## config.mk

```make
export PLATFORM = sky130hd
export DESIGN_NAME = frame_generator
export DESIGN_NICKNAME = d
export VERILOG_FILES = /design/src/frame_gen_pkg.sv /design/src/frame_ctl_if.sv /design/src/frame_generator.sv /design/src/block_composer.sv /design/src/payload_lfsr.sv /design/src/cgmii_sequencer.sv /design/src/frame_cfg_regs.sv
export VERILOG_INCLUDE_DIRS = /design/src /design/src/include
export SDC_FILE = /design/constraint.sdc
export NUM_CORES = 1
export LEC_CHECK = 0
export ABC_AREA = 1
export BUFFER_PORTS_ARGS = -buffer_cell sky130_fd_sc_hd__clkbuf_2
export CORE_AREA = 2 2 162 164
export CTS_CLUSTER_DIAMETER = 80
export CTS_CLUSTER_SIZE = 16
export DETAILED_ROUTE_END_ITERATION = 6
export DIE_AREA = 0 0 164 166
export GPL_ROUTABILITY_DRIVEN = 0
export PLACE_DENSITY_LB_ADDON = 0.08
export SLEW_MARGIN = 20
export SYNTH_ARGS = -nofsm -noshare
export SYNTH_HDL_FRONTEND = slang
export SYNTH_SLANG_ARGS = --single-unit
```

## constraint.sdc

```tcl
create_clock -name i_clock -period 2.3 [get_ports i_clock]
set_clock_uncertainty 0.2 [all_clocks]
set_input_delay 0.115 -clock i_clock [delete_from_list [all_inputs] [get_ports i_clock]]
set_output_delay 0.115 -clock i_clock [all_outputs]
set_load 0.03 [all_outputs]
```

## src/include/frame_gen_settings.svh

```systemverilog
`ifndef FRAME_GEN_SETTINGS_SVH
`define FRAME_GEN_SETTINGS_SVH

// word and field widths
`define FG_NB_DATA          64
`define FG_NB_CTRL          8
`define FG_NB_BYTE          8
`define FG_NB_NDATA         8
`define FG_NB_NIDLE         5
`define FG_NB_NTERM         3
`define FG_NB_CFG_ADDR      2
`define FG_NB_CFG_DATA      8

// cgmii characters
`define FG_IDLE_CHAR        8'h07
`define FG_START_CHAR       8'hFB
`define FG_TERM_CHAR        8'hFD
`define FG_IDLE_BLOCK       {8{`FG_IDLE_CHAR}}
`define FG_ERROR_BLOCK      64'hFEFEFEFEFEFEFEFE
// sequence ordered set, lane 0 carries the 9C marker
`define FG_SEQ_BLOCK        64'h9C68797300000000

// control masks, one bit per lane, lane 0 is the msb
`define FG_CTRL_ORD         8'h80
`define FG_CTRL_IDLE        8'hFF
`define FG_CTRL_START       8'h80
`define FG_CTRL_DATA        8'h00

// payload generator
`define FG_LFSR_SEED        64'hA5C31E0F5A3CE1F0
// x^64 + x^63 + x^61 + x^60 + 1
`define FG_LFSR_TAPS        64'hB000000000000001

// config register defaults and addresses
`define FG_DEF_NDATA        8'd4
`define FG_DEF_NIDLE        5'd2
`define FG_DEF_NTERM        3'd3
`define FG_CFG_ADDR_NDATA   2'd0
`define FG_CFG_ADDR_NIDLE   2'd1
`define FG_CFG_ADDR_NTERM   2'd2

`endif
```

## src/frame_gen_pkg.sv

```systemverilog
`include "frame_gen_settings.svh"

package frame_gen_pkg;

	// one-hot tx state, one word issued per state visit
	typedef enum logic [5:0]
	{
		INIT  = 6'b000001,
		IDLE  = 6'b000010,
		START = 6'b000100,
		DATA  = 6'b001000,
		TERM  = 6'b010000,
		ERROR = 6'b100000
	} tx_state_e;

	// payload word seen whole or per lane
	// lane 0 sits in the top byte
	typedef union packed
	{
		logic [`FG_NB_DATA-1:0]                     raw;
		logic [0:`FG_NB_CTRL-1][`FG_NB_BYTE-1:0]    lane;
	} lane_word_u;

	// data word plus its control mask
	typedef struct packed
	{
		logic [`FG_NB_DATA-1:0] data;
		logic [`FG_NB_CTRL-1:0] ctrl;
	} tx_word_s;

endpackage

```

## src/frame_ctl_if.sv

```systemverilog
`timescale 1ns/1ns
`include "frame_gen_settings.svh"

interface frame_ctl_if;

	frame_gen_pkg::tx_state_e   state;
	logic                       advance;
	logic [`FG_NB_NTERM-1:0]    nterm;
	logic                       valid;

	modport seq
	(
		output state,
		output advance,
		output nterm,
		output valid
	);

	// advance goes straight to the payload generator
	modport comp
	(
		input state,
		input nterm,
		input valid
	);

endinterface

```

## src/frame_generator.sv

```systemverilog
`timescale 1ns/1ns
`include "frame_gen_settings.svh"

module frame_generator
(
	input  logic                        i_clock,
	input  logic                        i_rst,
	input  logic                        i_enable,
	input  logic                        i_cfg_we,
	input  logic [`FG_NB_CFG_ADDR-1:0]  i_cfg_addr,
	input  logic [`FG_NB_CFG_DATA-1:0]  i_cfg_wdata,
	output logic [`FG_NB_DATA-1:0]      o_tx_data,
	output logic [`FG_NB_CTRL-1:0]      o_tx_ctrl,
	output logic                        o_valid
);

	logic [`FG_NB_NDATA-1:0]    cfg_ndata;
	logic [`FG_NB_NIDLE-1:0]    cfg_nidle;
	logic [`FG_NB_NTERM-1:0]    cfg_nterm;
	logic [`FG_NB_DATA-1:0]     payload;

	frame_ctl_if u_ctl ();

	frame_cfg_regs u_cfg_regs
	(
		.i_clock     (i_clock),
		.i_rst       (i_rst),
		.i_cfg_we    (i_cfg_we),
		.i_cfg_addr  (i_cfg_addr),
		.i_cfg_wdata (i_cfg_wdata),
		.o_ndata     (cfg_ndata),
		.o_nidle     (cfg_nidle),
		.o_nterm     (cfg_nterm)
	);

	cgmii_sequencer u_sequencer
	(
		.i_clock  (i_clock),
		.i_rst    (i_rst),
		.i_enable (i_enable),
		.i_ndata  (cfg_ndata),
		.i_nidle  (cfg_nidle),
		.i_nterm  (cfg_nterm),
		.ctl      (u_ctl)
	);

	// steps on every word that consumes payload
	payload_lfsr u_lfsr
	(
		.i_clock   (i_clock),
		.i_rst     (i_rst),
		.i_advance (u_ctl.advance),
		.o_word    (payload)
	);

	block_composer u_composer
	(
		.i_clock   (i_clock),
		.i_rst     (i_rst),
		.i_payload (payload),
		.ctl       (u_ctl),
		.o_tx_data (o_tx_data),
		.o_tx_ctrl (o_tx_ctrl),
		.o_valid   (o_valid)
	);

endmodule

```

## src/block_composer.sv

```systemverilog
`timescale 1ns/1ns
`include "frame_gen_settings.svh"

module block_composer
(
	input  logic                        i_clock,
	input  logic                        i_rst,
	input  frame_gen_pkg::lane_word_u   i_payload,
	frame_ctl_if.comp                   ctl,
	output logic [`FG_NB_DATA-1:0]      o_tx_data,
	output logic [`FG_NB_CTRL-1:0]      o_tx_ctrl,
	output logic                        o_valid
);

	frame_gen_pkg::lane_word_u  start_w;
	frame_gen_pkg::lane_word_u  term_w;
	frame_gen_pkg::tx_word_s    word_d;
	frame_gen_pkg::tx_word_s    word_q;
	logic                       valid_q;

	// start char takes lane 0, payload lanes 1 to 7 follow
	always_comb
	begin
		start_w         = i_payload;
		start_w.lane[0] = `FG_START_CHAR;
	end

	// nterm payload lanes, then terminate, then idle fill
	always_comb
	begin
		for (int i = 0; i < `FG_NB_CTRL; i++)
		begin
			if (i < int'(ctl.nterm))
				term_w.lane[i] = i_payload.lane[i];
			else if (i == int'(ctl.nterm))
				term_w.lane[i] = `FG_TERM_CHAR;
			else
				term_w.lane[i] = `FG_IDLE_CHAR;
		end
	end

	always_comb
	begin
		word_d.data = `FG_IDLE_BLOCK;
		word_d.ctrl = `FG_CTRL_IDLE;
		case (ctl.state)
			frame_gen_pkg::INIT:
			begin
				word_d.data = `FG_SEQ_BLOCK;
				word_d.ctrl = `FG_CTRL_ORD;
			end
			frame_gen_pkg::START:
			begin
				word_d.data = start_w.raw;
				word_d.ctrl = `FG_CTRL_START;
			end
			frame_gen_pkg::DATA:
			begin
				word_d.data = i_payload.raw;
				word_d.ctrl = `FG_CTRL_DATA;
			end
			frame_gen_pkg::TERM:
			begin
				word_d.data = term_w.raw;
				word_d.ctrl = `FG_CTRL_IDLE >> ctl.nterm;
			end
			frame_gen_pkg::ERROR:
			begin
				word_d.data = `FG_ERROR_BLOCK;
				word_d.ctrl = `FG_CTRL_IDLE;
			end
			default:
			begin
				word_d.data = `FG_IDLE_BLOCK;
				word_d.ctrl = `FG_CTRL_IDLE;
			end
		endcase
	end

	always_ff @(posedge i_clock)
	begin
		if (i_rst)
		begin
			word_q  <= '0;
			valid_q <= 1'b0;
		end
		else
		begin
			valid_q <= ctl.valid;
			// last word stays on the bus while disabled
			if (ctl.valid)
				word_q <= word_d;
		end
	end

	assign o_tx_data = word_q.data;
	assign o_tx_ctrl = word_q.ctrl;
	assign o_valid   = valid_q;

endmodule

```

## src/payload_lfsr.sv

```systemverilog
`timescale 1ns/1ns
`include "frame_gen_settings.svh"

module payload_lfsr
(
	input  logic                    i_clock,
	input  logic                    i_rst,
	input  logic                    i_advance,
	output logic [`FG_NB_DATA-1:0]  o_word
);

	logic [`FG_NB_DATA-1:0] lfsr_q;
	logic [`FG_NB_DATA-1:0] lfsr_next;

	// galois step, feedback from the top bit
	assign lfsr_next = {lfsr_q[`FG_NB_DATA-2:0], 1'b0} ^
		(lfsr_q[`FG_NB_DATA-1] ? `FG_LFSR_TAPS : '0);

	always_ff @(posedge i_clock)
	begin
		if (i_rst)
			lfsr_q <= `FG_LFSR_SEED;
		else if (i_advance)
			lfsr_q <= lfsr_next;
	end

	assign o_word = lfsr_q;

endmodule

```

## src/cgmii_sequencer.sv

```systemverilog
`timescale 1ns/1ns
`include "frame_gen_settings.svh"

module cgmii_sequencer
(
	input  logic                        i_clock,
	input  logic                        i_rst,
	input  logic                        i_enable,
	input  logic [`FG_NB_NDATA-1:0]     i_ndata,
	input  logic [`FG_NB_NIDLE-1:0]     i_nidle,
	input  logic [`FG_NB_NTERM-1:0]     i_nterm,
	frame_ctl_if.seq                    ctl
);

	frame_gen_pkg::tx_state_e   state_q;
	logic                       abort_q;
	logic [`FG_NB_NDATA-1:0]    cnt_q;
	logic [`FG_NB_NDATA-1:0]    ndata_q;
	logic [`FG_NB_NTERM-1:0]    nterm_q;
	logic [`FG_NB_NDATA-1:0]    idle_len;
	logic                       in_frame;
	logic                       load_frame;

	// zero idle length still gives one idle word
	assign idle_len = (i_nidle == '0) ? `FG_NB_NDATA'(1) : `FG_NB_NDATA'(i_nidle);

	assign in_frame = (state_q == frame_gen_pkg::START) ||
		(state_q == frame_gen_pkg::DATA) || (state_q == frame_gen_pkg::TERM);

	// a new frame begins with its idle gap
	assign load_frame = i_enable && (abort_q || (state_q == frame_gen_pkg::INIT) ||
		(state_q == frame_gen_pkg::TERM));

	always_ff @(posedge i_clock)
	begin
		if (i_rst)
		begin
			state_q <= frame_gen_pkg::INIT;
			abort_q <= 1'b0;
			cnt_q   <= '0;
		end
		else if (!i_enable)
		begin
			if (in_frame)
				abort_q <= 1'b1;
		end
		else if (load_frame)
		begin
			state_q <= frame_gen_pkg::IDLE;
			abort_q <= 1'b0;
			cnt_q   <= idle_len;
		end
		else
		begin
			case (state_q)
				frame_gen_pkg::IDLE:
				begin
					if (cnt_q == `FG_NB_NDATA'(1))
						state_q <= frame_gen_pkg::START;
					else
						cnt_q <= cnt_q - 1'b1;
				end
				frame_gen_pkg::START:
				begin
					if (ndata_q == '0)
						state_q <= frame_gen_pkg::TERM;
					else
					begin
						state_q <= frame_gen_pkg::DATA;
						cnt_q   <= ndata_q;
					end
				end
				frame_gen_pkg::DATA:
				begin
					if (cnt_q == `FG_NB_NDATA'(1))
						state_q <= frame_gen_pkg::TERM;
					else
						cnt_q <= cnt_q - 1'b1;
				end
				default:
					state_q <= frame_gen_pkg::INIT;
			endcase
		end
	end

	// lengths held for the whole frame
	always_ff @(posedge i_clock)
	begin
		if (load_frame)
		begin
			ndata_q <= i_ndata;
			nterm_q <= i_nterm;
		end
	end

	assign ctl.state   = abort_q ? frame_gen_pkg::ERROR : state_q;
	assign ctl.valid   = i_enable;
	assign ctl.nterm   = nterm_q;
	assign ctl.advance = i_enable && !abort_q && ((state_q == frame_gen_pkg::START) ||
		(state_q == frame_gen_pkg::DATA) ||
		((state_q == frame_gen_pkg::TERM) && (nterm_q != '0)));

endmodule

```

## src/frame_cfg_regs.sv

```systemverilog
`timescale 1ns/1ns
`include "frame_gen_settings.svh"

module frame_cfg_regs
(
	input  logic                        i_clock,
	input  logic                        i_rst,
	input  logic                        i_cfg_we,
	input  logic [`FG_NB_CFG_ADDR-1:0]  i_cfg_addr,
	input  logic [`FG_NB_CFG_DATA-1:0]  i_cfg_wdata,
	output logic [`FG_NB_NDATA-1:0]     o_ndata,
	output logic [`FG_NB_NIDLE-1:0]     o_nidle,
	output logic [`FG_NB_NTERM-1:0]     o_nterm
);

	logic [`FG_NB_NDATA-1:0] ndata_q;
	logic [`FG_NB_NIDLE-1:0] nidle_q;
	logic [`FG_NB_NTERM-1:0] nterm_q;

	always_ff @(posedge i_clock)
	begin
		if (i_rst)
		begin
			ndata_q <= `FG_DEF_NDATA;
			nidle_q <= `FG_DEF_NIDLE;
			nterm_q <= `FG_DEF_NTERM;
		end
		else if (i_cfg_we)
		begin
			// upper bits of the write data are dropped
			case (i_cfg_addr)
				`FG_CFG_ADDR_NDATA:
					ndata_q <= i_cfg_wdata[`FG_NB_NDATA-1:0];
				`FG_CFG_ADDR_NIDLE:
					nidle_q <= i_cfg_wdata[`FG_NB_NIDLE-1:0];
				`FG_CFG_ADDR_NTERM:
					nterm_q <= i_cfg_wdata[`FG_NB_NTERM-1:0];
				default:
				begin
				end
			endcase
		end
	end

	assign o_ndata = ndata_q;
	assign o_nidle = nidle_q;
	assign o_nterm = nterm_q;

endmodule

```

# Yosys cells after proc, flatten, opt, wreduce, memory -nomap -nowiden

Index checks and enable logic that the tools add are counted.

Register bits: 179
Output and inout bits: 73
Input bits: 14
Word-level logic and storage cells: 102

Mux-type cells: 31
Bitwise gates (word level): 1
Magnitude comparators: 7
Add/subtract/negate cells: 1
Shifts and indexed selects: 1
Equality and inequality tests: 25
Reduce and logical (&&, ||, !) cells: 24

Operator list:

| kind                                                       | count |
|---|---|
| case mux 72 bit (5 select lines)                           | 1 |
| 2-to-1 mux 8 bit                                           | 18 |
| 2-to-1 mux 64 bit                                          | 1 |
| bitwise XOR 64 bit                                         | 1 |
| 2-to-1 mux 6 bit                                           | 4 |
| case mux 6 bit (3 select lines)                            | 1 |
| case mux 8 bit (2 select lines)                            | 1 |
| equality test 3 bit (first input constant)                 | 4 |
| equality test 6 x 1 -> 1 bit (second input constant)       | 2 |
| equality test 6 x 3 -> 1 bit (second input constant)       | 2 |
| equality test 6 x 4 -> 1 bit (second input constant)       | 2 |
| equality test 6 x 5 -> 1 bit (second input constant)       | 2 |
| 2-to-1 mux 5 bit                                           | 2 |
| less-than comparator 3 bit (first input constant)          | 3 |
| != test 3 x 2 -> 1 bit (second input constant)             | 3 |
| equality test 8 x 1 -> 1 bit (second input constant)       | 1 |
| logical NOT 8 bit                                          | 1 |
| AND reduction 2 bit                                        | 4 |
| right shift 8 x 3 -> 8 bit (first input constant)          | 1 |
| subtractor 8 x 1 -> 8 bit (second input constant)          | 1 |
| equality test 2 x 3 -> 1 bit (first input constant)        | 2 |
| equality test 6 x 2 -> 1 bit (second input constant)       | 1 |
| equality test 6 bit (second input constant)                | 1 |
| less-than comparator 1 x 3 -> 1 bit (first input constant) | 2 |
| other kinds (18)                                           | 29 |

# Longest topological paths before layout

Gate-level depths: netlist of the first run.

Depth after elaboration: 6
Mapped depth: 13
Gate-level depth less buffers: 12

# Hierarchy

A second synthesis of the first run with hierarchy kept.

Cell total of the unflattened synthesis: 1287
Area total of the unflattened synthesis: 8963.6 um^2

By module, submodules not included:

| module          | cells an instance | instances | area an instance (um^2) | sequential area each (um^2) |
|---|---|---|---|---|
| block_composer  | 639               | 1         | 3980.1                  | 1461.4 |
| payload_lfsr    | 346               | 1         | 2738.9                  | 1281.2 |
| cgmii_sequencer | 203               | 1         | 1500.2                  | 610.6 |
| frame_cfg_regs  | 99                | 1         | 744.5                   | 320.3 |

# Worst setup path before layout of the first run

OpenSTA, ideal clock, no wires.

Kind: reg2reg
Start point: reg u_sequencer.nterm_q[2], in the netlist u_sequencer.ctl.nterm[2]
End point: reg u_lfsr.lfsr_q[42], in the netlist u_lfsr.o_word[42]
Cell stages (with the launch flop): 11
Data required time: 1.966 ns
Path buffers: 2
Period minus slack after synthesis: 1.851 ns
Setup slack: 0.449 ns
Library setup time: 0.134 ns
Arrival time: 1.517 ns
Path through: edfxtp_1 nor2_4 inv_2 nor2_2 inv_2 a21oi_4 nor2_8 buf_6 buf_4 nand2_1 nand3_1

Longest elaborated chain between the ends: 4

RTL lines:

| element                | RTL line               | source |
|---|---|---|
| start, declared        | cgmii_sequencer.sv:19  | `` logic [`FG_NB_NTERM-1:0] nterm_q; `` |
| start signal, assigned | cgmii_sequencer.sv:92  | `nterm_q <= i_nterm;` |
| nonzero test 3 bit     | cgmii_sequencer.sv:101 | `((state_q == frame_gen_pkg::TERM) && (nterm_q != '0)));` |
| logical AND 1 bit      | cgmii_sequencer.sv:101 |  |
| logical OR 1 bit       | cgmii_sequencer.sv:100 | `(state_q == frame_gen_pkg::DATA) \|\|` |
| logical AND 1 bit      | cgmii_sequencer.sv:99  | `assign ctl.advance = i_enable && !abort_q && ((state_q == frame_gen_pkg::START) \|\|` |
| end signal, assigned   | payload_lfsr.sv:22     | `` lfsr_q <= `FG_LFSR_SEED; `` |
| end signal, assigned   | payload_lfsr.sv:24     | `lfsr_q <= lfsr_next;` |
| end, declared          | payload_lfsr.sv:12     | `` logic [`FG_NB_DATA-1:0] lfsr_q; `` |

No other way between the ends.
A chain may end at the register's enable or synchronous reset.

# Worst setup path in the final report of the first run

Start point: reg u_sequencer.state_q[2]
End point: reg u_composer.word_q (netlist bit u_composer.o_tx_data[2])

Longest elaborated chain between the ends: 3
Elaborated cells on any way between the ends: 7
Classes of those cells: eq/ne: 5; mux: 2

RTL lines:

| element                                     | RTL line              | source |
|---|---|---|
| start, declared                             | cgmii_sequencer.sv:15 | `frame_gen_pkg::tx_state_e state_q;` |
| start signal, assigned                      | cgmii_sequencer.sv:38 | `state_q <= frame_gen_pkg::INIT;` |
| start signal, assigned                      | cgmii_sequencer.sv:49 | `state_q <= frame_gen_pkg::IDLE;` |
| start signal, assigned                      | cgmii_sequencer.sv:59 | `state_q <= frame_gen_pkg::START;` |
| 2-to-1 mux 6 bit (*)                        | cgmii_sequencer.sv:96 | `assign ctl.state = abort_q ? frame_gen_pkg::ERROR : state_q;` |
| equality test 6 bit (tied with other cells) | block_composer.sv:46  | `case (ctl.state)` |
| case mux 72 bit (5 select lines) (*)        | block_composer.sv:46  |  |
| end signal, assigned                        | block_composer.sv:92  | `word_q <= word_d;` |
| end, declared                               | block_composer.sv:18  | `frame_gen_pkg::tx_word_s word_q;` |

Every way passes the cells marked *; elsewhere a longest branch is shown, timed or not.

==> results of run 1 <==
-- cells in the mapped netlist (7+ instances only) --
| cell type | number |
|---|---|
| nand2_1 | 270 |
| dfxtp_1 | 167 |
| nor2_1 | 146 |
| o21ai_0 | 134 |
| a21oi_1 | 77 |
| nand3_1 | 63 |
| inv_1 | 50 |
| clkbuf_1 | 26 |
| edfxtp_1 | 11 |
| buf_2 | 10 |
| nor3_1 | 10 |
| o211ai_1 | 9 |
| buf_4 | 8 |
| buf_6 | 7 |
-- worst paths after layout --
| kind | start | to | cells after the start |
|---|---|---|---|
| worst max-delay path | u_sequencer.state_q[2] | u_composer.o_tx_data[2] | 8 |
| worst min-delay path | i_cfg_addr[0] | u_cfg_regs.o_nidle[2] | 3 |
| worst max register to register | u_sequencer.state_q[2] | u_composer.o_tx_data[2] | 8 |
| worst min register to register | u_cfg_regs.o_ndata[0] | u_sequencer.ndata_q[0] | 0 |
-- metal layers --
layer | part of all wire [%] | routed length (µm) | GRT usage, %
met3 | 3.4 | 798 | 2.373
met1 | 52 | 12010 | 26.63
met5 | 0 | 0 | 0
met2 | 44 | 10260 | 26.40
met4 | 1.0 | 244 | 4.653
-- timing repair --
action / CTS / global route
hold buffers: 20 / 0
endpoints found under the hold margin: 22 / 0
endpoints found under the setup margin: 0 / 4
resized for setup: 0 / 1
setup buffers: 0 / 2
-- sequential cells by signal, indices dropped and copies added, names as in the netlist --
| register | cells |
|---|---|
| u_composer.o_tx_data | 64 |
| u_composer.o_tx_ctrl | 8 |
| u_sequencer.ctl.nterm | 3 |
| u_sequencer.ndata_q | 8 |
| u_lfsr.o_word | 64 |
| u_cfg_regs.o_ndata | 8 |
| u_sequencer.abort_q | 1 |
| u_cfg_regs.o_nterm | 3 |
| u_composer.o_valid | 1 |
| u_cfg_regs.o_nidle | 5 |
| u_sequencer.state_q | 5 |
| u_sequencer.cnt_q | 8 |
-- metrics by stage --
step / total power, µW / hold WS [ns] / utilization [%] / instance area [µm²]
after detailed placement: 5757 / 0.1567 / 33.39 / 8552
after floorplan: 5010 / 0.04130 / - / 7576
after CTS: 9150 / 0.004527 / 36.75 / 9414
final: 9056 / 0.03182 / 36.82 / 9432
after global routing: 9556 / 0.04198 / 36.82 / 9432
after global placement: 5768 / 0.1503 / 33.39 / 8552
-- power groups by stage --
| stage | Sequential, µW | Combinational, µW | Clock (µW) |
|---|---|---|---|
| after global routing | 3680 | 2320 | 3550 |
| after CTS | 3650 | 2070 | 3430 |
| after global placement | 3720 | 2050 | 0 |
| after detailed placement | 3720 | 2040 | 0 |
| final | 3640 | 2070 | 3340 |
| after floorplan | 3940 | 1070 | 0 |
-- final cells by class --
cell class              instances  area (µm²)
repair buffers                157        1051
inverters                      57       220.2
fillers                      2750       16180
multi-input cells             745        3406
flip-flops and latches        178        3674
clock inverters                14       222.7
well taps                     335       419.2
clock buffers                  18       439.2
-- worst max-delay path: stages (launching register included) --
cell and delay (ns):
dfxtp_1 0.36, nor2_2 0.16, buf_4 0.13, nand3_1 0.09, nand3_1 0.22, nor2_4 0.11
buf_4 0.16, o21ai_0 0.45, nand3_1 0.12
-- cells by family (layout without fill, tap and decap cells) --
logic type / Yosys count / count (layout) / synth area share (%)
adder cells (fa/ha/maj): 2 / 2 / 0.3303
AND/OR/NAND/NOR: 508 / 508 / 28.08
XOR/XNOR: 5 / 5 / 0.5780
AO/OA/AOI/OAI: 230 / 230 / 15.84
buffers and inverters: 108 / 246 / 6.689
flip-flops: 178 / 178 / 48.49
==> results.sh, run 1 <==
export IMPL_first_pass_iters=6
export IMPL_ir_drop_v=0.0003573
export IMPL_grt_remaining_overflow=0
export IMPL_route_detailed_drc=0
export IMPL_worst_slew_pin_slew_ns=0.5498
export IMPL_cts_tree="done"
export IMPL_grt_start_max_net_pins=44
export IMPL_dieArea_um2=27220
export IMPL_syn_to_final_growth_pct=24.49
export IMPL_setup_slack_ns=0.1696
export IMPL_routedWlPerCell_um=15.50
export IMPL_rsz0062_at_grt="no"
export IMPL_ys_types=32
export IMPL_cp_data_required_time_ns=2.39
export IMPL_powerDensity_nw_per_um2=960.2
export IMPL_grt_pass1_vias=6649
export IMPL_die_width_um=164
export IMPL_initial_core_util_pct=29.58
export IMPL_root_buffer="clkbuf_16"
export IMPL_report_final_slew_viol_count=0
export IMPL_clockPowerShare_pct=36.9
export IMPL_track_usage_pct=17.69
export IMPL_grt_pass1_wl_mm=37.41
export IMPL_min_period_ns=2.130
export IMPL_cp_max_fo=5
export IMPL_setup_violations=0
export IMPL_critPathArrivalTime_ns=2.22
export IMPL_worst_setup_path_start_kind="flip-flop"
export IMPL_synth_edf_count=11
export IMPL_netlist_area_leader_share_pct=44.13
export IMPL_p_switching_uw=2969
export IMPL_ff2ff_setup_slack_ns=0.17
export IMPL_htree_levels=4
export IMPL_antenna_found_initial=0
export IMPL_min_path_type="in -> reg"
export IMPL_clock_path_buffers=2
export IMPL_cts_inserted_buffers=17
export IMPL_ys_ff_latch=178
export IMPL_synth_ff_type="dfxtp_1"
export IMPL_drive_gt1_share_pct=16.85
export IMPL_p_sw_share_pct=32.78
export IMPL_rows=59
export IMPL_vias=7010
export IMPL_mostFrequentLayoutCell="nand2_1"
export IMPL_wirelength_mm=23.31
export IMPL_slew_headroom_pct=62.96
export IMPL_ant_nets=0
export IMPL_die_h_um=166
export IMPL_max_freq_ghz=0.4694
export IMPL_num_io_pins=87
export IMPL_internal_power_uw=6088
export IMPL_synthCells=1031
export IMPL_async_reset_ff_share_pct=0
export IMPL_io_buffers=86
export IMPL_yosys_area_top_type="dfxtp_1"
export IMPL_via_per_inst=4.661
export IMPL_path_clk_slew_ns=0.07
export IMPL_finalHoldViolCount=0
export IMPL_outcome="completed"
export IMPL_yosysSeqAreaShare_pct=48.49
export IMPL_yosys_warnings=0
export IMPL_drv_cap=0
export IMPL_final_cells=1504
export IMPL_hpwl_mm=16.47
export IMPL_end_kind="flip-flop"
export IMPL_leakagePower_uw=0.004399
export IMPL_antenna_diode_count=0
export IMPL_clk_latency_ns=0.43
export IMPL_syn_nets=1047
export IMPL_worst_setup_path_type="reg -> reg"
export IMPL_layout_common_cells="269 x nand2_1, 167 x dfxtp_1, 145 x nor2_1, 134 x o21ai_0, 86 x clkbuf_2"
export IMPL_drt_iter0_markers=656
export IMPL_dp_cells=1450
export IMPL_ys_top_cells_by_area="dfxtp_1 44%, nand2_1 13%, o21ai_0 8.9%"
export IMPL_final_nets=1172
export IMPL_fin_crit_sh_pct=92.63
export IMPL_syn_avg_cell_area_um2=7.348
export IMPL_pwr_share_comb_pct=22.9
export IMPL_clock_sinks=178
export IMPL_pre_cts_ws_ns=0.1583
export IMPL_core_region_area_um2=25620
export IMPL_share_seq_of_total_power_pct=40.2
export IMPL_syn_area_um2=7576
export IMPL_tns_ns=0
No activity file was read; power rests on OpenSTA's default activity.
==> run 2, diff against run 1 <==
--- a/config.mk
+++ b/config.mk
@@ -8,14 +8,14 @@
 export LEC_CHECK = 0
 export ABC_AREA = 1
 export BUFFER_PORTS_ARGS = -buffer_cell sky130_fd_sc_hd__clkbuf_2
-export CORE_AREA = 2 2 162 164
+export CORE_AREA = 2 2 176 178
 export CTS_CLUSTER_DIAMETER = 80
 export CTS_CLUSTER_SIZE = 16
 export DETAILED_ROUTE_END_ITERATION = 6
-export DIE_AREA = 0 0 164 166
-export GPL_ROUTABILITY_DRIVEN = 0
+export DIE_AREA = 0 0 178 180
 export PLACE_DENSITY_LB_ADDON = 0.08
 export SLEW_MARGIN = 20
 export SYNTH_ARGS = -nofsm -noshare
 export SYNTH_HDL_FRONTEND = slang
+export SYNTH_HIERARCHICAL = 1
 export SYNTH_SLANG_ARGS = --single-unit
==> run 2 against run 1 <==
  * Sequential cell count did not move
  * Count of clock-buffer cells in the layout rose by 1
  * Non-clock buffer count rose by 2
  * Maximum frequency fell by 3.6%
  * Die area rose by 18%
  * Critical path type is now in -> reg
  * Largest cell class is now multi-input gates
==> results.sh, run 2 <==
export IMPL_outcome="completed"
export IMPL_layout_common_cells="377 x nand2_1, 186 x nor2_1, 166 x dfxtp_1, 93 x nand3_1, 84 x clkbuf_2"
export IMPL_routedWlPerCell_um=15.48
export IMPL_synthTopCellsByCount="377 x nand2_1, 189 x nor2_1, 167 x dfxtp_1, 94 x nand3_1, 76 x inv_1"
export IMPL_via_per_inst=4.548
export IMPL_cp_top_family="buffers and inverters"
export IMPL_final_nets=1352
export IMPL_routabilityCongestion=0.7937
export IMPL_min_path_type="in -> reg"
export IMPL_async_reset_ff_share_pct=0
export IMPL_critPathSlowestCell="dlygate4sd3_1"
export IMPL_worst_setup_path_type="in -> reg"
export IMPL_wirelength_mm=27.01
export IMPL_first_pass_iters=5
export IMPL_leakagePower_uw=0.004920
export IMPL_htree_levels=4
export IMPL_crit_buf_inv=5
export IMPL_ff2ff_path_depth=11
export IMPL_die_width_um=178
export IMPL_antenna_diode_count=0
export IMPL_r2r_end="u_composer/o_tx_data[24]"
export IMPL_ys_ff_latch=178
export IMPL_hpwl_mm=18.93
export IMPL_dieArea_um2=32040
export IMPL_grt_remaining_overflow=0
export IMPL_fin_area_um2=10340
export IMPL_syn_area_um2=8964
export IMPL_rows=64
export IMPL_num_io_pins=87
export IMPL_syn_to_final_growth_pct=15.34
export IMPL_clk_latency_ns=0.44
export IMPL_crit_chain="dlygate4sd3_1 > clkbuf_2 > inv_2 > nand3_4 > nor2_1 > dlygate4sd3_1 > nor2_1 > dlygate4sd3_1"
export IMPL_syn_nets=1303
export IMPL_grt_pass1_wl_mm=43.26
export IMPL_drive_gt1_share_pct=16.38
export IMPL_synthCells=1287
export IMPL_critPathMaxStageDelay_ns=0.55
export IMPL_ys_top_cells_by_area="dfxtp_1 37%, nand2_1 16%, nor2_1 7.9%"
export IMPL_slew_headroom_pct=62.91
export IMPL_yosys_area_top_type="dfxtp_1"
export IMPL_synth_edf_count=11
export IMPL_cp_data_required_time_ns=2.42
export IMPL_cp_max_fo=9
export IMPL_whs_ns=0.1078
export IMPL_powerDensity_nw_per_um2=725.4
export IMPL_ant_nets=0
export IMPL_root_buffer="clkbuf_16"
export IMPL_syn_avg_cell_area_um2=6.965
export IMPL_clock_path_buffers=2
export IMPL_critPathArrivalTime_ns=2.33
export IMPL_ff2ff_setup_slack_ns=0.19
export IMPL_die_h_um=180
export IMPL_vias=7937
export IMPL_yosys_warnings=6
export IMPL_mostFrequentLayoutCell="nand2_1"
export IMPL_ys_types=38
export IMPL_yosysMostFrequentCell="nand2_1"
export IMPL_r2r_start="u_sequencer/state_q[4]"
export IMPL_min_period_ns=2.211
export IMPL_antenna_found_initial=0
export IMPL_cp_depth=8
export IMPL_setup_violations=0
export IMPL_drt_iter0_markers=518
export IMPL_worst_slew_pin_slew_ns=0.5546
export IMPL_finalHoldViolCount=0
export IMPL_cts_tree="done"
export IMPL_placed_area_um2=9374
export IMPL_whs_endpoint="u_cfg_regs/o_ndata[2]"
export IMPL_min_from="i_cfg_we"
export IMPL_grt_pass1_vias=7607
export IMPL_worst_setup_path_start_kind="input pin"
export IMPL_netlist_area_leader_share_pct=37.30
export IMPL_path_clk_slew_ns=0.06
export IMPL_grt_start_max_net_pins=86
export IMPL_clock_sinks=178
export IMPL_report_final_slew_viol_count=0
export IMPL_track_usage_pct=17.24
export IMPL_drv_cap=0
export IMPL_ir_drop_v=0.0004776
export IMPL_core_region_area_um2=30190
export IMPL_max_freq_ghz=0.4523
export IMPL_holdPathStages=4
export IMPL_route_detailed_drc=0
export IMPL_cp_common_cell="dlygate4sd3_1"
export IMPL_initial_core_util_pct=29.69
export IMPL_io_buffers=86
export IMPL_cts_inserted_buffers=17
export IMPL_yosysSeqAreaShare_pct=40.98
export IMPL_synth_ff_type="dfxtp_1"
export IMPL_fin_crit_sh_pct=96.13
export IMPL_end_kind="flip-flop"
[run 2: cell type report]
| cell class | instances | area [µm²] |
|---|---|---|
| fillers | 3254 | 19850 |
| multi-input cells | 894 | 4075 |
| flip-flops and latches | 178 | 3675 |
| repair buffers | 159 | 1169 |
| well taps | 396 | 495.5 |
| clock buffers | 19 | 442.9 |
| inverters | 86 | 327.8 |
| clock inverters | 13 | 153.9 |
[run 2: how the worst max path moves through the flow]
| stage | from | endpoint | slack [ns] |
|---|---|---|---|
| finish | i_cfg_addr[1] | u_cfg_regs/o_nidle[3] | 0.09 |
| global route | i_cfg_addr[1] | u_cfg_regs/o_nidle[4] | -0.003 |
| CTS | u_sequencer/abort_q | u_composer/o_tx_data[50] | 0.09 |
| detailed placement | u_sequencer/abort_q | u_composer/o_tx_data[50] | 0.10 |
| global placement | u_sequencer/abort_q | u_composer/o_tx_data[24] | 0.12 |
| floorplan | u_sequencer/state_q[4] | u_composer/o_tx_data[56] | 0.47 |
[run 2: through the flow]
| step | setup TNS [ns] | utilization [%] | setup slack (ns) | power, µW | cells |
|---|---|---|---|---|---|
| floorplan | 0 | - | 0.4713 | 4238 | 1287 |
| global placement | 0 | 31.05 | 0.1238 | 4561 | 1677 |
| detailed placement | 0 | 31.05 | 0.1030 | 4554 | 1677 |
| CTS | 0 | 34.02 | 0.09180 | 7609 | 1739 |
| global route | -0.003275 | 34.25 | -0.003275 | 7881 | 1745 |
| finish | 0 | 34.25 | 0.08906 | 7500 | 1745 |
[run 2: cell families (layout without fill, tap and decap cells)]
group           after synthesis  in the layout  synth area share (%)
simple gates                710            711                 33.58
flops                       178            178                 40.98
xor+xnor                      6              6                0.5863
fa+ha+maj                     2              2                0.2791
buf+inv                     216            277                 13.90
compound gates              175            175                 10.66
[run 2: report_power, final]
part           leakage [µW]  internal, µW  total, µW  switching, µW
registers           0.00146          3270       3380            108
clock network      0.000292          1650       2990           1340
logic               0.00316           360       1130            767
[run 2: layer usage]
layer / vias to the layer above / share of wire (%) / track usage [%]
met5: - / 0 / 0
met4: 0 / 1.9 / 5.311
met3: 24 / 3.0 / 3.088
met2: 127 / 47 / 28.12
met1: 3670 / 48 / 23.01
li1: 4116 / - / -
[run 2: worst reg2reg max path, stage by stage (launching register included)]
cell	delay, ns
dfxtp_1	0.38
inv_1	0.11
nor2_2	0.16
inv_2	0.05
nor2_2	0.13
nand3_2	0.22
buf_4	0.24
a21oi_1	0.22
o21ai_0	0.18
nand2_1	0.10
nand2_1	0.05
inv_1	0.04
[run 2: what timing repair did]
item / CTS / global route
hold buffers: 30 / 0
setup buffers: 0 / 6
hold endpoints to repair: 20 / 0
resized for setup: 0 / 6
endpoints found under the setup margin: 0 / 44
==> run 3, diff against run 2 <==
==> constraint.sdc (replaced) <==
create_clock -name i_clock -period 2.45 [get_ports i_clock]
set_clock_uncertainty 0.2 [all_clocks]
set_input_delay 0.1225 -clock i_clock [delete_from_list [all_inputs] [get_ports i_clock]]
set_output_delay 0.1225 -clock i_clock [all_outputs]
set_load 0.03 [all_outputs]
==> run 3 against run 2 <==
  * Cell count fell by 0.74%
  * Sequential cell count stayed put
  * Critical path depth did not move
  * Cell area fell by 2.0%
  * Sequential power decreased by 5.9%
  * Via count down 1.1%
  * Non-clock buffer count down 12
  * Worst setup slack improved by 0.091 ns
  * Clock power down 8.7%
  * First-iteration DRC count shrank 8.7%
  * Hold slack got worse by 0.022 ns
  * Critical endpoint is now u_cfg_regs/o_nidle[0]
  * Highest routed layer unchanged
==> results.sh, run 3 (same netlist as run 2, synthesis figures left out) <==
export IMPL_leakagePower_uw=0.004842
export IMPL_fin_crit_sh_pct=92.67
export IMPL_clock_path_buffers=2
export IMPL_initial_core_util_pct=29.69
export IMPL_routabilityCongestion=0.8044
export IMPL_syn_to_final_growth_pct=13.04
export IMPL_end_kind="flip-flop"
export IMPL_setup_slack_ns=0.1796
export IMPL_ff2ff_path_depth=9
export IMPL_grt_remaining_overflow=0
export IMPL_path_clk_slew_ns=0.07
export IMPL_track_usage_pct=17.10
export IMPL_area_sequential_um2=3674
export IMPL_powerDensity_nw_per_um2=684.4
export IMPL_drv_cap=0
export IMPL_min_period_ns=2.270
export IMPL_rsz0062_at_grt="no"
export IMPL_core_region_area_um2=30190
export IMPL_report_final_slew_viol_count=0
export IMPL_root_buffer="clkbuf_16"
export IMPL_layout_common_cells="376 x nand2_1, 189 x nor2_1, 167 x dfxtp_1, 94 x nand3_1, 85 x clkbuf_2"
export IMPL_drive_gt1_share_pct=15.79
export IMPL_antenna_diode_count=0
export IMPL_dieArea_um2=32040
export IMPL_critPathArrivalTime_ns=2.40
export IMPL_wirelength_mm=26.75
export IMPL_die_h_um=180
export IMPL_antenna_found_initial=0
export IMPL_vias=7851
export IMPL_ir_drop_v=0.0004868
export IMPL_routedWlPerCell_um=15.44
export IMPL_finalHoldViolCount=0
export IMPL_first_pass_iters=5
export IMPL_ant_nets=0
export IMPL_setup_violations=0
export IMPL_hpwl_mm=19.09
export IMPL_mostFrequentLayoutCell="nand2_1"
export IMPL_nFillCells=3296
export IMPL_holdPathStages=4
export IMPL_ff2ff_setup_slack_ns=0.27
export IMPL_worst_setup_path_start_kind="input pin"
export IMPL_min_path_type="in -> reg"
export IMPL_worst_setup_path_type="in -> reg"
export IMPL_r2r_end="u_lfsr/o_word[50]"
export IMPL_cp_data_required_time_ns=2.58
export IMPL_io_buffers=86
export IMPL_slew_headroom_pct=61.21
export IMPL_clk_latency_ns=0.44
export IMPL_outcome="completed"
export IMPL_worst_slew_pin_slew_ns=0.5818
export IMPL_tns_ns=0
export IMPL_grt_pass1_vias=7503
export IMPL_r2r_start="u_sequencer/ctl.nterm[2]"
export IMPL_htree_levels=4
export IMPL_die_width_um=178
export IMPL_via_per_inst=4.533
export IMPL_drt_iter0_markers=473
export IMPL_pre_cts_ws_ns=0.2739
export IMPL_cp_max_fo=9
export IMPL_min_from="i_cfg_we"
export IMPL_final_nets=1339
export IMPL_route_detailed_drc=0
export IMPL_rows=64
export IMPL_grt_pass1_wl_mm=42.61
export IMPL_cts_tree="done"
export IMPL_clock_sinks=178
export IMPL_grt_start_max_net_pins=63
export IMPL_multi_input_area_um2=4051
export IMPL_num_io_pins=87
export IMPL_max_freq_ghz=0.4405
export IMPL_whs_endpoint="u_cfg_regs/o_ndata[2]"
export IMPL_cts_inserted_buffers=17
run 3: cell types whose count changed in the layout (fill, tap and decap cells not counted), moves of 2 or more:
cell,change
dlygate4sd3_1,-6
buf_12,-4
inv_6,+4
buf_4,-3
nor2_1,+3
nor2_2,-3
bufinv_16,-2
run 3: worst max-delay path by stage:
stage | start | to | depth (start not counted) | slack [ns]
after floorplan | u_sequencer/state_q[4] | u_composer/o_tx_data[56] | 10 | 0.62
after global placement | u_sequencer/ctl.nterm[2] | u_lfsr/o_word[50] | 9 | 0.29
after detailed placement | u_sequencer/ctl.nterm[2] | u_lfsr/o_word[50] | 9 | 0.27
after CTS | i_cfg_addr[1] | u_cfg_regs/o_ndata[7] | 8 | 0.02
after global routing | u_sequencer/state_q[4] | u_composer/o_tx_data[24] | 10 | 0.05
final | i_cfg_addr[1] | u_cfg_regs/o_nidle[0] | 8 | 0.18
run 3: timing repair:
item | 4_1_cts | 5_1_grt
endpoints found under the hold margin | 30 | 0
resized for setup | 0 | 1
setup endpoints to repair | 0 | 3
hold buffers | 24 | 0
buffers inserted | 0 | 6
run 3: power breakdown:
part / internal (µW) / leakage (µW) / switching [µW]
registers: 3070 / 0.00146 / 107
logic: 322 / 0.00309 / 709
clock network: 1420 / 0.000289 / 1300
total: 4810 / 0.00484 / 2120
run 3: per-stage QoR:
step	hold WS [ns]	power (µW)	area, µm²	utilization (%)	instances
2_1_floorplan	-0.008434	3978	8964	-	1287
3_3_place_gp	0.1875	4265	9271	30.71	1670
3_5_place_dp	0.1927	4256	9271	30.71	1670
4_1_cts	0.07342	7032	10080	33.41	1726
5_1_grt	0.1480	7269	10130	33.56	1732
6_report	0.08571	6935	10130	33.56	1732
run 3: cell type report:
| cell class | count | area share, % |
|---|---|---|
| Clock buffer | 19 | 4.581 |
| Clock inverter | 13 | 1.074 |
| Inverter | 86 | 3.235 |
| Multi-Input combinational cell | 893 | 39.99 |
| Sequential cell | 178 | 36.26 |
| Tap cell | 396 | 4.890 |
| Timing Repair Buffer | 147 | 9.978 |
run 3: worst max-delay path, stage by stage:
cell,delay (ns)
dlygate4sd3_1,0.54
clkbuf_2,0.18
inv_2,0.09
nand3_2,0.17
nor2_1,0.15
dlygate4sd3_1,0.56
nor2_1,0.04
dlygate4sd3_1,0.54
run 3: routing by layer:
layer / GRT usage [%] / up-vias / part of all wire [%]
met5: 0 / - / 0
met4: 5.279 / 0 / 1.7
met3: 2.517 / 19 / 2.8
met2: 28.34 / 127 / 47
met1: 22.78 / 3608 / 48
li1: - / 4097 / -
